`src/dcache_pkg.sv`:
```
package dcache_pkg;

        localparam int WORD_W   = 32;
        localparam int NUM_SETS = 8;
        localparam int IDX_W    = 3;
        localparam int TAG_W    = 26;

        typedef logic [WORD_W-1:0] word_t;

        // Byte address split for lookup
        typedef struct packed {
                logic [TAG_W-1:0] tag;
                logic [IDX_W-1:0] idx;
                logic             blkoff;
                logic [1:0]       bytoff;
        } daddr_f_t;

        typedef union packed {
                word_t    raw;
                daddr_f_t f;
        } daddr_u;

        typedef struct packed {
                logic             valid;
                logic             dirty;
                logic [TAG_W-1:0] tag;
                word_t [1:0]      data;
        } frame_t;

        typedef struct packed {
                logic   ren;
                logic   wen;
                logic   atomic;
                logic   halt;
                daddr_u addr;
                word_t  wdata;
        } cpu_req_t;

        typedef struct packed {
                logic  hit;
                word_t rdata;
                logic  flushed;
        } cpu_rsp_t;

        typedef struct packed {
                logic  ren;
                logic  wen;
                word_t addr;
                word_t wdata;
        } mem_req_t;

        typedef enum logic [2:0] {
                LOOKUP,
                WB0,
                WB1,
                FILL0,
                FILL1,
                FLUSH_SCAN,
                FLUSH_WB0,
                FLUSH_WB1
        } ctrl_state_t;

endpackage

```
`src/cache_ways.sv`:
```
module cache_ways (
        input  logic                         CLK,
        input  logic                         nRST,
        input  logic [dcache_pkg::IDX_W-1:0] idx,
        input  logic [dcache_pkg::TAG_W-1:0] lookup_tag,
        input  logic                         wr_en,
        input  logic                         wr_way,
        input  logic                         wr_word,
        input  dcache_pkg::word_t            wr_data,
        input  logic                         fill_en,
        input  logic [dcache_pkg::TAG_W-1:0] fill_tag,
        input  logic                         set_valid,
        input  logic                         set_dirty,
        input  logic                         clear_state,
        input  logic                         lru_en,
        input  logic                         lru_way,
        output dcache_pkg::frame_t           frame0,
        output dcache_pkg::frame_t           frame1,
        output logic                         hit0,
        output logic                         hit1,
        output logic                         victim
);

        logic [1:0][dcache_pkg::NUM_SETS-1:0] valid_q;
        logic [1:0][dcache_pkg::NUM_SETS-1:0] dirty_q;
        logic [dcache_pkg::NUM_SETS-1:0]      lru_q;
        logic [dcache_pkg::TAG_W-1:0]         tag_q [2][dcache_pkg::NUM_SETS];
        dcache_pkg::word_t                    data_q [2][dcache_pkg::NUM_SETS][2];
        dcache_pkg::frame_t                   frm [2];

        always_ff @(posedge CLK or negedge nRST) begin
                if (!nRST) begin
                        valid_q <= '0;
                        dirty_q <= '0;
                        lru_q   <= '0;
                end else begin
                        // A new tag invalidates the frame until the fill ends
                        if (fill_en || clear_state) begin
                                valid_q[wr_way][idx] <= 1'b0;
                                dirty_q[wr_way][idx] <= 1'b0;
                        end
                        if (set_valid) begin
                                valid_q[wr_way][idx] <= 1'b1;
                        end
                        if (set_dirty) begin
                                dirty_q[wr_way][idx] <= 1'b1;
                        end
                        if (lru_en) begin
                                lru_q[idx] <= lru_way;
                        end
                end
        end

        always_ff @(posedge CLK) begin
                if (fill_en) begin
                        tag_q[wr_way][idx] <= fill_tag;
                end
                if (wr_en) begin
                        data_q[wr_way][idx][wr_word] <= wr_data;
                end
        end

        always_comb begin
                for (int w = 0; w < 2; w++) begin
                        frm[w].valid = valid_q[w][idx];
                        frm[w].dirty = dirty_q[w][idx];
                        frm[w].tag   = tag_q[w][idx];
                        frm[w].data  = {data_q[w][idx][1], data_q[w][idx][0]};
                end
        end

        assign frame0 = frm[0];
        assign frame1 = frm[1];
        assign hit0   = frame0.valid && (frame0.tag == lookup_tag);
        assign hit1   = frame1.valid && (frame1.tag == lookup_tag);

        // LRU bit holds the way used last
        assign victim = ~lru_q[idx];

        // One tag lives in at most one way of a set
        assert property (@(posedge CLK) disable iff (!nRST) !(hit0 && hit1));

endmodule

```
`src/link_reservation.sv`:
```
module link_reservation (
        input  logic              CLK,
        input  logic              nRST,
        input  logic              ll_set,
        input  logic              store,
        input  dcache_pkg::word_t addr,
        output logic              sc_ok
);

        dcache_pkg::word_t resv_addr;
        logic              resv_valid;

        always_ff @(posedge CLK or negedge nRST) begin
                if (!nRST) begin
                        resv_valid <= 1'b0;
                end else if (ll_set) begin
                        resv_valid <= 1'b1;
                end else if (store && resv_valid && (addr == resv_addr)) begin
                        // Any store to the linked word breaks the link
                        resv_valid <= 1'b0;
                end
        end

        always_ff @(posedge CLK) begin
                if (ll_set) begin
                        resv_addr <= addr;
                end
        end

        assign sc_ok = resv_valid && (resv_addr == addr);

endmodule

```
`src/dcache_ctrl.sv`:
```
module dcache_ctrl (
        input  logic                         CLK,
        input  logic                         nRST,
        input  dcache_pkg::cpu_req_t         cpu_req,
        output dcache_pkg::cpu_rsp_t         cpu_rsp,
        output dcache_pkg::mem_req_t         mem_req,
        input  dcache_pkg::word_t            mem_rdata,
        input  logic                         mem_wait,
        output logic [dcache_pkg::IDX_W-1:0] idx,
        output logic [dcache_pkg::TAG_W-1:0] lookup_tag,
        output logic                         wr_en,
        output logic                         wr_way,
        output logic                         wr_word,
        output dcache_pkg::word_t            wr_data,
        output logic                         fill_en,
        output logic [dcache_pkg::TAG_W-1:0] fill_tag,
        output logic                         set_valid,
        output logic                         set_dirty,
        output logic                         clear_state,
        output logic                         lru_en,
        output logic                         lru_way,
        input  dcache_pkg::frame_t           frame0,
        input  dcache_pkg::frame_t           frame1,
        input  logic                         hit0,
        input  logic                         hit1,
        input  logic                         victim,
        output logic                         ll_set,
        output logic                         sc_store,
        input  logic                         sc_ok
);

        dcache_pkg::ctrl_state_t      state;
        dcache_pkg::ctrl_state_t      next_state;
        logic [dcache_pkg::IDX_W-1:0] flush_idx;
        logic                         sel_way;
        logic                         flush_done;
        dcache_pkg::frame_t           sel_frame;
        dcache_pkg::frame_t           hit_frame;
        dcache_pkg::daddr_u           blk_addr;
        logic                         in_lookup;
        logic                         flushing;
        logic                         word_sel;
        logic                         access;
        logic                         sc_fail;
        logic                         vic_dirty;
        logic                         set_clean;

        assign in_lookup = (state == dcache_pkg::LOOKUP);
        assign flushing  = state inside {dcache_pkg::FLUSH_SCAN, dcache_pkg::FLUSH_WB0,
                                         dcache_pkg::FLUSH_WB1};
        assign word_sel  = state inside {dcache_pkg::WB1, dcache_pkg::FILL1,
                                         dcache_pkg::FLUSH_WB1};
        assign access    = cpu_req.ren || cpu_req.wen;
        assign sc_fail   = cpu_req.atomic && cpu_req.wen && !sc_ok;
        assign vic_dirty = victim ? frame1.dirty : frame0.dirty;
        assign set_clean = !frame0.dirty && !frame1.dirty;
        assign sel_frame = sel_way ? frame1 : frame0;
        assign hit_frame = hit1 ? frame1 : frame0;

        assign idx        = flushing ? flush_idx : cpu_req.addr.f.idx;
        assign lookup_tag = cpu_req.addr.f.tag;
        assign fill_tag   = cpu_req.addr.f.tag;
        assign wr_way     = in_lookup ? hit1 : sel_way;
        assign wr_word    = in_lookup ? cpu_req.addr.f.blkoff : word_sel;
        assign wr_data    = in_lookup ? cpu_req.wdata : mem_rdata;
        assign lru_way    = hit1;

        // Block address of the current memory word
        always_comb begin
                blk_addr.f.tag    = flushing || state inside {dcache_pkg::WB0, dcache_pkg::WB1}
                                    ? sel_frame.tag : cpu_req.addr.f.tag;
                blk_addr.f.idx    = idx;
                blk_addr.f.blkoff = word_sel;
                blk_addr.f.bytoff = 2'b00;
        end

        always_comb begin
                mem_req = '0;
                case (state)
                        dcache_pkg::WB0, dcache_pkg::WB1,
                        dcache_pkg::FLUSH_WB0, dcache_pkg::FLUSH_WB1: begin
                                mem_req.wen   = 1'b1;
                                mem_req.addr  = blk_addr.raw;
                                mem_req.wdata = sel_frame.data[word_sel];
                        end
                        dcache_pkg::FILL0, dcache_pkg::FILL1: begin
                                mem_req.ren  = 1'b1;
                                mem_req.addr = blk_addr.raw;
                        end
                        default: ;
                endcase
        end

        always_comb begin
                next_state      = state;
                cpu_rsp.hit     = 1'b0;
                cpu_rsp.rdata   = '0;
                cpu_rsp.flushed = flush_done;
                wr_en           = 1'b0;
                fill_en         = 1'b0;
                set_valid       = 1'b0;
                set_dirty       = 1'b0;
                clear_state     = 1'b0;
                lru_en          = 1'b0;
                ll_set          = 1'b0;
                sc_store        = 1'b0;
                case (state)
                        dcache_pkg::LOOKUP: begin
                                if (cpu_req.halt) begin
                                        next_state = dcache_pkg::FLUSH_SCAN;
                                end else if (sc_fail) begin
                                        // Failed SC answers 0 and leaves the cache alone
                                        cpu_rsp.hit = 1'b1;
                                end else if (access && (hit0 || hit1)) begin
                                        cpu_rsp.hit = 1'b1;
                                        lru_en      = 1'b1;
                                        if (cpu_req.wen) begin
                                                wr_en         = 1'b1;
                                                set_dirty     = 1'b1;
                                                sc_store      = 1'b1;
                                                cpu_rsp.rdata = dcache_pkg::word_t'(cpu_req.atomic);
                                        end else begin
                                                cpu_rsp.rdata = hit_frame.data[cpu_req.addr.f.blkoff];
                                                ll_set        = cpu_req.atomic;
                                        end
                                end else if (access) begin
                                        next_state = vic_dirty ? dcache_pkg::WB0 : dcache_pkg::FILL0;
                                end
                        end
                        dcache_pkg::WB0: begin
                                if (!mem_wait) next_state = dcache_pkg::WB1;
                        end
                        dcache_pkg::WB1: begin
                                if (!mem_wait) next_state = dcache_pkg::FILL0;
                        end
                        dcache_pkg::FILL0: begin
                                if (!mem_wait) begin
                                        wr_en      = 1'b1;
                                        fill_en    = 1'b1;
                                        next_state = dcache_pkg::FILL1;
                                end
                        end
                        dcache_pkg::FILL1: begin
                                if (!mem_wait) begin
                                        wr_en      = 1'b1;
                                        set_valid  = 1'b1;
                                        next_state = dcache_pkg::LOOKUP;
                                end
                        end
                        dcache_pkg::FLUSH_SCAN: begin
                                if (!cpu_req.halt) begin
                                        next_state = dcache_pkg::LOOKUP;
                                end else if (!set_clean) begin
                                        next_state = dcache_pkg::FLUSH_WB0;
                                end
                        end
                        dcache_pkg::FLUSH_WB0: begin
                                if (!mem_wait) next_state = dcache_pkg::FLUSH_WB1;
                        end
                        dcache_pkg::FLUSH_WB1: begin
                                // Rescan the same set for the other way
                                if (!mem_wait) begin
                                        clear_state = 1'b1;
                                        next_state  = dcache_pkg::FLUSH_SCAN;
                                end
                        end
                        default: next_state = dcache_pkg::LOOKUP;
                endcase
        end

        always_ff @(posedge CLK or negedge nRST) begin
                if (!nRST) begin
                        state      <= dcache_pkg::LOOKUP;
                        sel_way    <= 1'b0;
                        flush_idx  <= '0;
                        flush_done <= 1'b0;
                end else begin
                        state <= next_state;
                        if (in_lookup) begin
                                sel_way    <= victim;
                                flush_idx  <= '0;
                                flush_done <= 1'b0;
                        end else if (state == dcache_pkg::FLUSH_SCAN) begin
                                sel_way <= !frame0.dirty;
                                if (set_clean) begin
                                        if (flush_idx == dcache_pkg::NUM_SETS - 1) begin
                                                flush_done <= 1'b1;
                                        end else begin
                                                flush_idx <= flush_idx + 1'b1;
                                        end
                                end
                        end
                end
        end

        assert property (@(posedge CLK) disable iff (!nRST) !(mem_req.ren && mem_req.wen));

        // Held request must not move until memory completes it
        assert property (@(posedge CLK) disable iff (!nRST)
                (mem_req.ren || mem_req.wen) && mem_wait |=> $stable(mem_req));

endmodule

```
`src/dcache_top.sv`:
```
module dcache_top (
        input  logic                 CLK,
        input  logic                 nRST,
        input  dcache_pkg::cpu_req_t cpu_req,
        output dcache_pkg::cpu_rsp_t cpu_rsp,
        output dcache_pkg::mem_req_t mem_req,
        input  dcache_pkg::word_t    mem_rdata,
        input  logic                 mem_wait
);

        logic [dcache_pkg::IDX_W-1:0] idx;
        logic [dcache_pkg::TAG_W-1:0] lookup_tag;
        logic [dcache_pkg::TAG_W-1:0] fill_tag;
        logic                         wr_en;
        logic                         wr_way;
        logic                         wr_word;
        dcache_pkg::word_t            wr_data;
        logic                         fill_en;
        logic                         set_valid;
        logic                         set_dirty;
        logic                         clear_state;
        logic                         lru_en;
        logic                         lru_way;
        dcache_pkg::frame_t           frame0;
        dcache_pkg::frame_t           frame1;
        logic                         hit0;
        logic                         hit1;
        logic                         victim;
        logic                         ll_set;
        logic                         sc_store;
        logic                         sc_ok;

        dcache_ctrl u_ctrl (.*);

        cache_ways u_ways (.*);

        link_reservation u_resv (
                .CLK   (CLK),
                .nRST  (nRST),
                .ll_set(ll_set),
                .store (sc_store),
                .addr  (cpu_req.addr.raw),
                .sc_ok (sc_ok)
        );

endmodule

```
`config.mk`:
```
export PLATFORM = sky130hd
export DESIGN_NAME = dcache_top
export DESIGN_NICKNAME = d
export VERILOG_FILES = /design/src/dcache_pkg.sv /design/src/cache_ways.sv /design/src/link_reservation.sv /design/src/dcache_ctrl.sv /design/src/dcache_top.sv
export SDC_FILE = /design/constraint.sdc
export NUM_CORES = 2
export LEC_CHECK = 0
export BUFFER_PORTS_ARGS = -buffer_cell sky130_fd_sc_hd__buf_4
export CORE_MARGIN = 2
export CORE_UTILIZATION = 47
export DETAILED_ROUTE_END_ITERATION = 16
export SLEW_MARGIN = 40
export SYNTH_ARGS = -nofsm -noshare
export SYNTH_HDL_FRONTEND = slang
export SYNTH_SLANG_ARGS = --single-unit
```
`constraint.sdc`:
```
create_clock -name CLK -period 8.3 [get_ports CLK]
set_clock_uncertainty 0.15 [all_clocks]
set_input_delay 1.245 -clock CLK [delete_from_list [all_inputs] [get_ports CLK]]
set_output_delay 1.245 -clock CLK [all_outputs]
set_load 0.05 [all_outputs]
```
## Word level (Yosys, flattened, before mapping)

Memories as Yosys holds them, arrays and structs flattened.
Index checks and enable logic that the tools add are counted.

| storage, ports and cells | value |
|---|---|
| flip-flop bits (word level) | 81 |
| memory bits (writable) | 1440 |
| input port bits | 103 |
| output and inout port bits | 100 |
| memories | 2 |

Memory list:

| name | words | bits a word | read ports | clocked after memory_dff | write ports | line | RTL |
|---|---|---|---|---|---|---|---|
| u_ways.data_q | 2 | 512 | 2 | 0 | 1 | cache_ways.sv:28 | `dcache_pkg::word_t data_q [2][dcache_pkg::NUM_SETS][2];` |
| u_ways.tag_q | 2 | 208 | 2 | 0 | 1 | cache_ways.sv:27 | `logic [dcache_pkg::TAG_W-1:0] tag_q [2][dcache_pkg::NUM_SETS];` |

| cells by class | value |
|---|---|
| $add $sub $neg | 1 |
| $lt $le $gt $ge | 10 |
| eq/ne operators | 23 |
| muxes and demuxes | 108 |
| bitwise operators | 8 |
| reduce and logical (&&, ||, !) cells | 34 |

Operators with widths:

| kind | number |
|---|---|
| $mux W512 | 1 |
| $bmux W64 S3 | 2 |
| $mux W64 | 6 |
| $mux W32 | 10 |
| $mux W208 | 1 |
| $demux W64 S3 | 1 |
| $bmux W26 S3 | 2 |
| $mux W26 | 6 |
| $mux W33 | 3 |
| $mux W90 | 1 |
| $demux W26 S3 | 1 |
| $eq A32 B32 Y1 | 2 |
| $mux W16 | 4 |
| $eq A26 B26 Y1 | 2 |
| $mux W3 | 17 |
| $mux W1 | 40 |
| $and A16 B16 Y16 | 2 |
| $demux W32 S1 | 1 |
| $or A16 B16 Y16 | 2 |
| $pmux W3 S8 | 1 |
| $not A16 Y16 | 1 |
| $bmux W1 S3 | 5 |
| $eq A3 B3 Y1 const B | 5 |
| $logic_and A1 B1 Y1 | 13 |
| other kinds (33) | 55 |

## Depth between registers and ports, before layout

| depth | value |
|---|---|
| depth after elaboration | 19 |
| gate-level depth with buffers | 18 |
| gate-level depth less buffers | 11 |

## By module

From an unflattened synthesis, not the netlist that was laid out.

| second synthesis, totals | value |
|---|---|
| cell total of the unflattened synthesis | 3540 |
| area, all modules | 61511.5 µm² |

Modules (own cells, without submodules):

| module | instances | cells each | area each (µm²) | seq. area each (µm²) |
|---|---|---|---|---|
| cache_ways | 1 | 2993 | 56056.3 | 44242.4 |
| dcache_ctrl | 1 | 467 | 4091.4 | 200.2 |
| link_reservation | 1 | 80 | 1363.8 | 985.9 |

## Worst setup path before layout

No wires, ideal clock.

| timing | value |
|---|---|
| path type | input to register |
| from | input cpu_req[35] (netlist bit) |
| to | memory u_ways.data_q[1][160] (netlist bit), enable pin |
| setup time | 0.461 ns |
| arrival | 6.360 ns |
| setup slack | 1.329 ns |
| cell stages on the path | 14 |
| buffers on the path | 4 |
| cell sequence | buf_4 buf_4 buf_2 buf_2 a211oi_1 a211oi_1 a2111oi_0 xnor2_1 nand4_1 or4_4 nor4_4 o211ai_2 a21bo_2 nor3_1 |

| between the ends | value |
|---|---|
| cells in the longest elaborated chain, start to end | 15 |
| elaborated cells between the ends (all ways) | 34 |
| classes of those cells | order compare (2); eq/ne (3); mux (20); bitwise (1); reduce/logical (8) |

Ends and longest elaborated chain:

| item | line | RTL |
|---|---|---|
| start, declared | dcache_top.sv:4 | `input dcache_pkg::cpu_req_t cpu_req,` |
| $mux W3 | dcache_ctrl.sv:60 | `assign idx = flushing ? flush_idx : cpu_req.addr.f.idx;` |
| $not A3 Y4 (not written as such) | cache_ways.sv:59, cache_ways.sv:67 |  |
| $bmux W26 S3 | cache_ways.sv:67 | `frm[w].tag = tag_q[w][idx];` |
| $mux W26 (not written as such) (2 in a row) | cache_ways.sv:67 |  |
| $eq A26 B26 Y1, on equally long branches | cache_ways.sv:74, cache_ways.sv:75 |  |
| $logic_and A1 B1 Y1, on equally long branches | cache_ways.sv:74, cache_ways.sv:75 |  |
| $logic_or A1 B1 Y1 | dcache_ctrl.sv:114 | `end else if (access && (hit0 \|\| hit1)) begin` |
| $logic_and A1 B1 Y1 | dcache_ctrl.sv:114 |  |
| $mux W1 | dcache_ctrl.sv:114 |  |
| $mux W1 | dcache_ctrl.sv:111 | `end else if (sc_fail) begin` |
| $mux W1 | dcache_ctrl.sv:109 | `if (cpu_req.halt) begin` |
| $pmux W1 S2 | dcache_ctrl.sv:107 | `case (state)` |
| $mux W1 | cache_ways.sv:58 | `if (wr_en) begin` |
| $mux W512 (not written as such) | cache_ways.sv:59 | `data_q[wr_way][idx][wr_word] <= wr_data;` |
| end, declared | cache_ways.sv:28 |  |

Several ways; a longest one is shown, not always the timed one. The select of a mux whose other input is x is not followed.

==> results.yml <==
timing:
  min_period_ps: 8160
  tns_ps: 0
  rsz0062_at_grt: "false"
  slew_violations: 0
  worstMarginPinSlew_ps: 951
  min_period_over_period: 0.983
  setup_viol: 0
  hold_violations: 0
  relSlewSlack: 0.360
  max_freq_mhz: 123
flow_run:
  maxCapViolations: 0
pwr:
  clockPowerShare: 0.254
  switching_share: 0.399
  power.internal_mw: 15.8
  ir_drop_uv: 488
  power_leakage_nw: 23.4
  p_comb_frac: 0.407
  seqPwrFrac: 0.340
  p_sw_mw: 10.5
  powerDensity_nw_per_um2: 371
setup_path:
  crit_fanout: 42
  crit_path_end_kind: "primary output"
  crit_type: "flop to primary output"
  cp.arrival_ps: 6770
  cp-startpoint: "u_ctrl.state[1]"
  crit_path_frequent_cell: "buf_4"
  slowest_stage: "nor4_1"
  critPathBufInv: 4
  path_delay_family: "simple AND/OR/NAND/NOR gates"
  reg2reg_from: "u_ctrl.state[1]"
  cp_slowest_stage_delay_ps: 760
  critPathLaunchType: "flop"
  required_ps: 6900
  crit_chain: "o211a_1 -> a21o_4 -> buf_12 -> a211oi_1 -> nor4_1 -> xor2_1 -> nor4_1 -> nand4_1 -> nor4_4 -> o21ba_2 -> nand2b_2 -> buf_4 -> nor2_1 -> buf_4 -> buf_4"
cells_and_area:
  finalInstanceArea_um2: 71000
  nets: 4174
  area_growth_pct: 15.2
  num-fill-cells: 10300
  register_area_um2: 45400
  fin_cells: 5937
  drive_gt1_frac: 0.188
  layout_common_cells: "1,472 x edfxtp_1, 418 x o22ai_1, 327 x buf_4"
  multi_input_area_um2: 15300
  final_common_cell: "edfxtp_1"
die:
  die_h_um: 366
  core_area_um2: 130000
  io-pin-count: 203
  start_util: 0.475
  die_w_um: 366
  num_rows: 132
  die_area_um2: 134000
drt:
  ant_nets: 0
  first_pass_iters: 8
  drc: 0
  routed_via_density: 6.49
  num_vias: 38500
  wl_mm: 193
  wl_per_cell_um: 32.5
  dr.first_iter.drc_count: 4775
logic_synthesis:
  synth_seq_cells: 1521
  synth_flop_cell: "edfxtp_1"
  ys_seq_area_frac: 0.737
  synth_area_per_cell_um2: 16.1
  synth.distinct_cells: 79
  synth_edf_count: 1472
  yosys_warnings: 0
  synthTopCellsByArea: "edfxtp_1 72%, mux2i_1 4.3%, o22ai_1 4.2%"
  synthArstFlopShare: 0.0322
  yosys.area.top_type: "edfxtp_1"
  netlist.area_leader.share: 0.717
  syn_inst: 3827
  synth.cell_area_um2: 61600
cts:
  hold_buffers: 0
  cts_buffers: 158
  clk_pin_slew_ps: 60
  htreeDepth: 4
  cts.sink_count: 1521
  cts_setup_buffers: 0
  cts_root_buf: "clkbuf_16"
  clk_latency_ps: 800
  clockBufferDepth: 3
  cts_tree: "built"
place:
  io_buffers: 200
  place_inst: 5649
  post_dp_cell_area_um2: 66100
  gp_congestion: 0.870
  dp_hpwl_mm: 113
global_routing:
  grt_pass1_vias: 37200
  grt_overflow: 0
  antenna_found_initial: 7
  grt_use_total: 0.282
  grt_pass1_wl_mm: 273
  grt_max_degree: 140
hold_path:
  hold_path_class: "input pin to async pin"
status:
  run_status: "finished clean"
==> routing by layer <==
| layer | wire length (um) | track usage | vias up | part of all wire |
|---|---|---|---|---|
| li1 | - | - | 16100 | - |
| met1 | 77400 | 0.387 | 20100 | 0.40 |
| met2 | 93700 | 0.460 | 2020 | 0.49 |
| met3 | 16300 | 0.0470 | 331 | 0.085 |
| met4 | 5740 | 0.0909 | 2 | 0.030 |
| met5 | 19 | 0 | - | 0.000098 |
==> cells by family after synthesis <==
kind of cell,synth area share
buffers and inverters,0.0240
DFF,0.737
muxes,0.0781
and+or+nand+nor,0.0477
other,0.0000608
xor gates and xnor gates,0.0117
AOI/OAI and AO/OA,0.101
adders and majority gates,0.000406
==> per-stage QoR <==
step	setup WS (ps)	hold slack (ps)	power (mW)	util
finish	138	320	26.4	0.547
global route	3.91	349	27.2	0.547
CTS	5.06	307	26.3	0.546
global placement	454	326	19.6	0.507
detailed placement	419	329	19.7	0.509
floorplan	1330	306	15.6	-
==> repair_timing <==
item	4_1_cts	5_1_grt
pin swaps	0	1
setup endpoints to repair	1	25
cloned	0	0
gates resized for setup	1	3
==> synth_stat cells (9+ instances only) <==
master,number
buf_6,12
nand2b_1,9
a31oi_1,12
edfxtp_1,1472
a211oi_1,68
nor2_1,175
buf_2,52
o221ai_1,139
nand3_1,34
o22ai_1,418
nor3_1,155
mux2_2,58
dfrtp_1,49
mux4_2,66
o211ai_1,10
o21ai_0,88
nand2_1,95
a221oi_1,28
nor4_1,22
buf_4,28
a21oi_1,75
clkbuf_1,159
and3_1,10
xor2_1,34
a22oi_1,10
xnor2_1,48
inv_1,40
buf_1,25
nor2b_1,33
nor3_2,13
mux2i_1,267
nand4_1,17
==> path summary, 6_finish.rpt <==
path                                         endpoint  slack, ps  depth (start not counted)
min in group CLK                    u_ways.dirty_q[8]        350                          1
worst min-delay path                  u_ways.lru_q[5]        320                          1
max in group asynchronous              u_ctrl.sel_way       7140                          1
worst max register to register  u_ways.data_q[1][412]       1480                         15
worst min register to register      u_ways.dirty_q[8]        350                          1
worst max-delay path                      cpu_rsp[32]        140                         15
==> flip-flops by register name, indices dropped and copies added, names as in the netlist <==
register,flops
u_ctrl.sel_way,1
u_ctrl.state,3
u_resv.resv_addr,32
u_ways.tag_q,416
u_ways.lru_q,8
u_ctrl.flush_done,1
u_ways.dirty_q,16
u_ways.data_q,1024
u_ctrl.flush_idx,3
u_resv.resv_valid,1
u_ways.valid_q,16
==> power by group through the flow <==
stage,Clock (mW),Combinational [mW],Sequential (mW)
after floorplan,0,6.64,9.01
after detailed placement,0,10.6,9.11
after CTS,6.76,10.6,8.95
after global routing,7.07,11.2,8.97
after global placement,0,10.5,9.10
final,6.69,10.7,8.95
==> cell type report <==
cell class,instances,area share
sequential,1521,0.640
timing repair buffer,359,0.0437
clock buffer,202,0.0587
antenna,3,0.000106
inverter,41,0.00217
clock inverter,81,0.00929
tap,1742,0.0307
multi-input combinational,1988,0.215
Power figures use the tool's default switching activity.
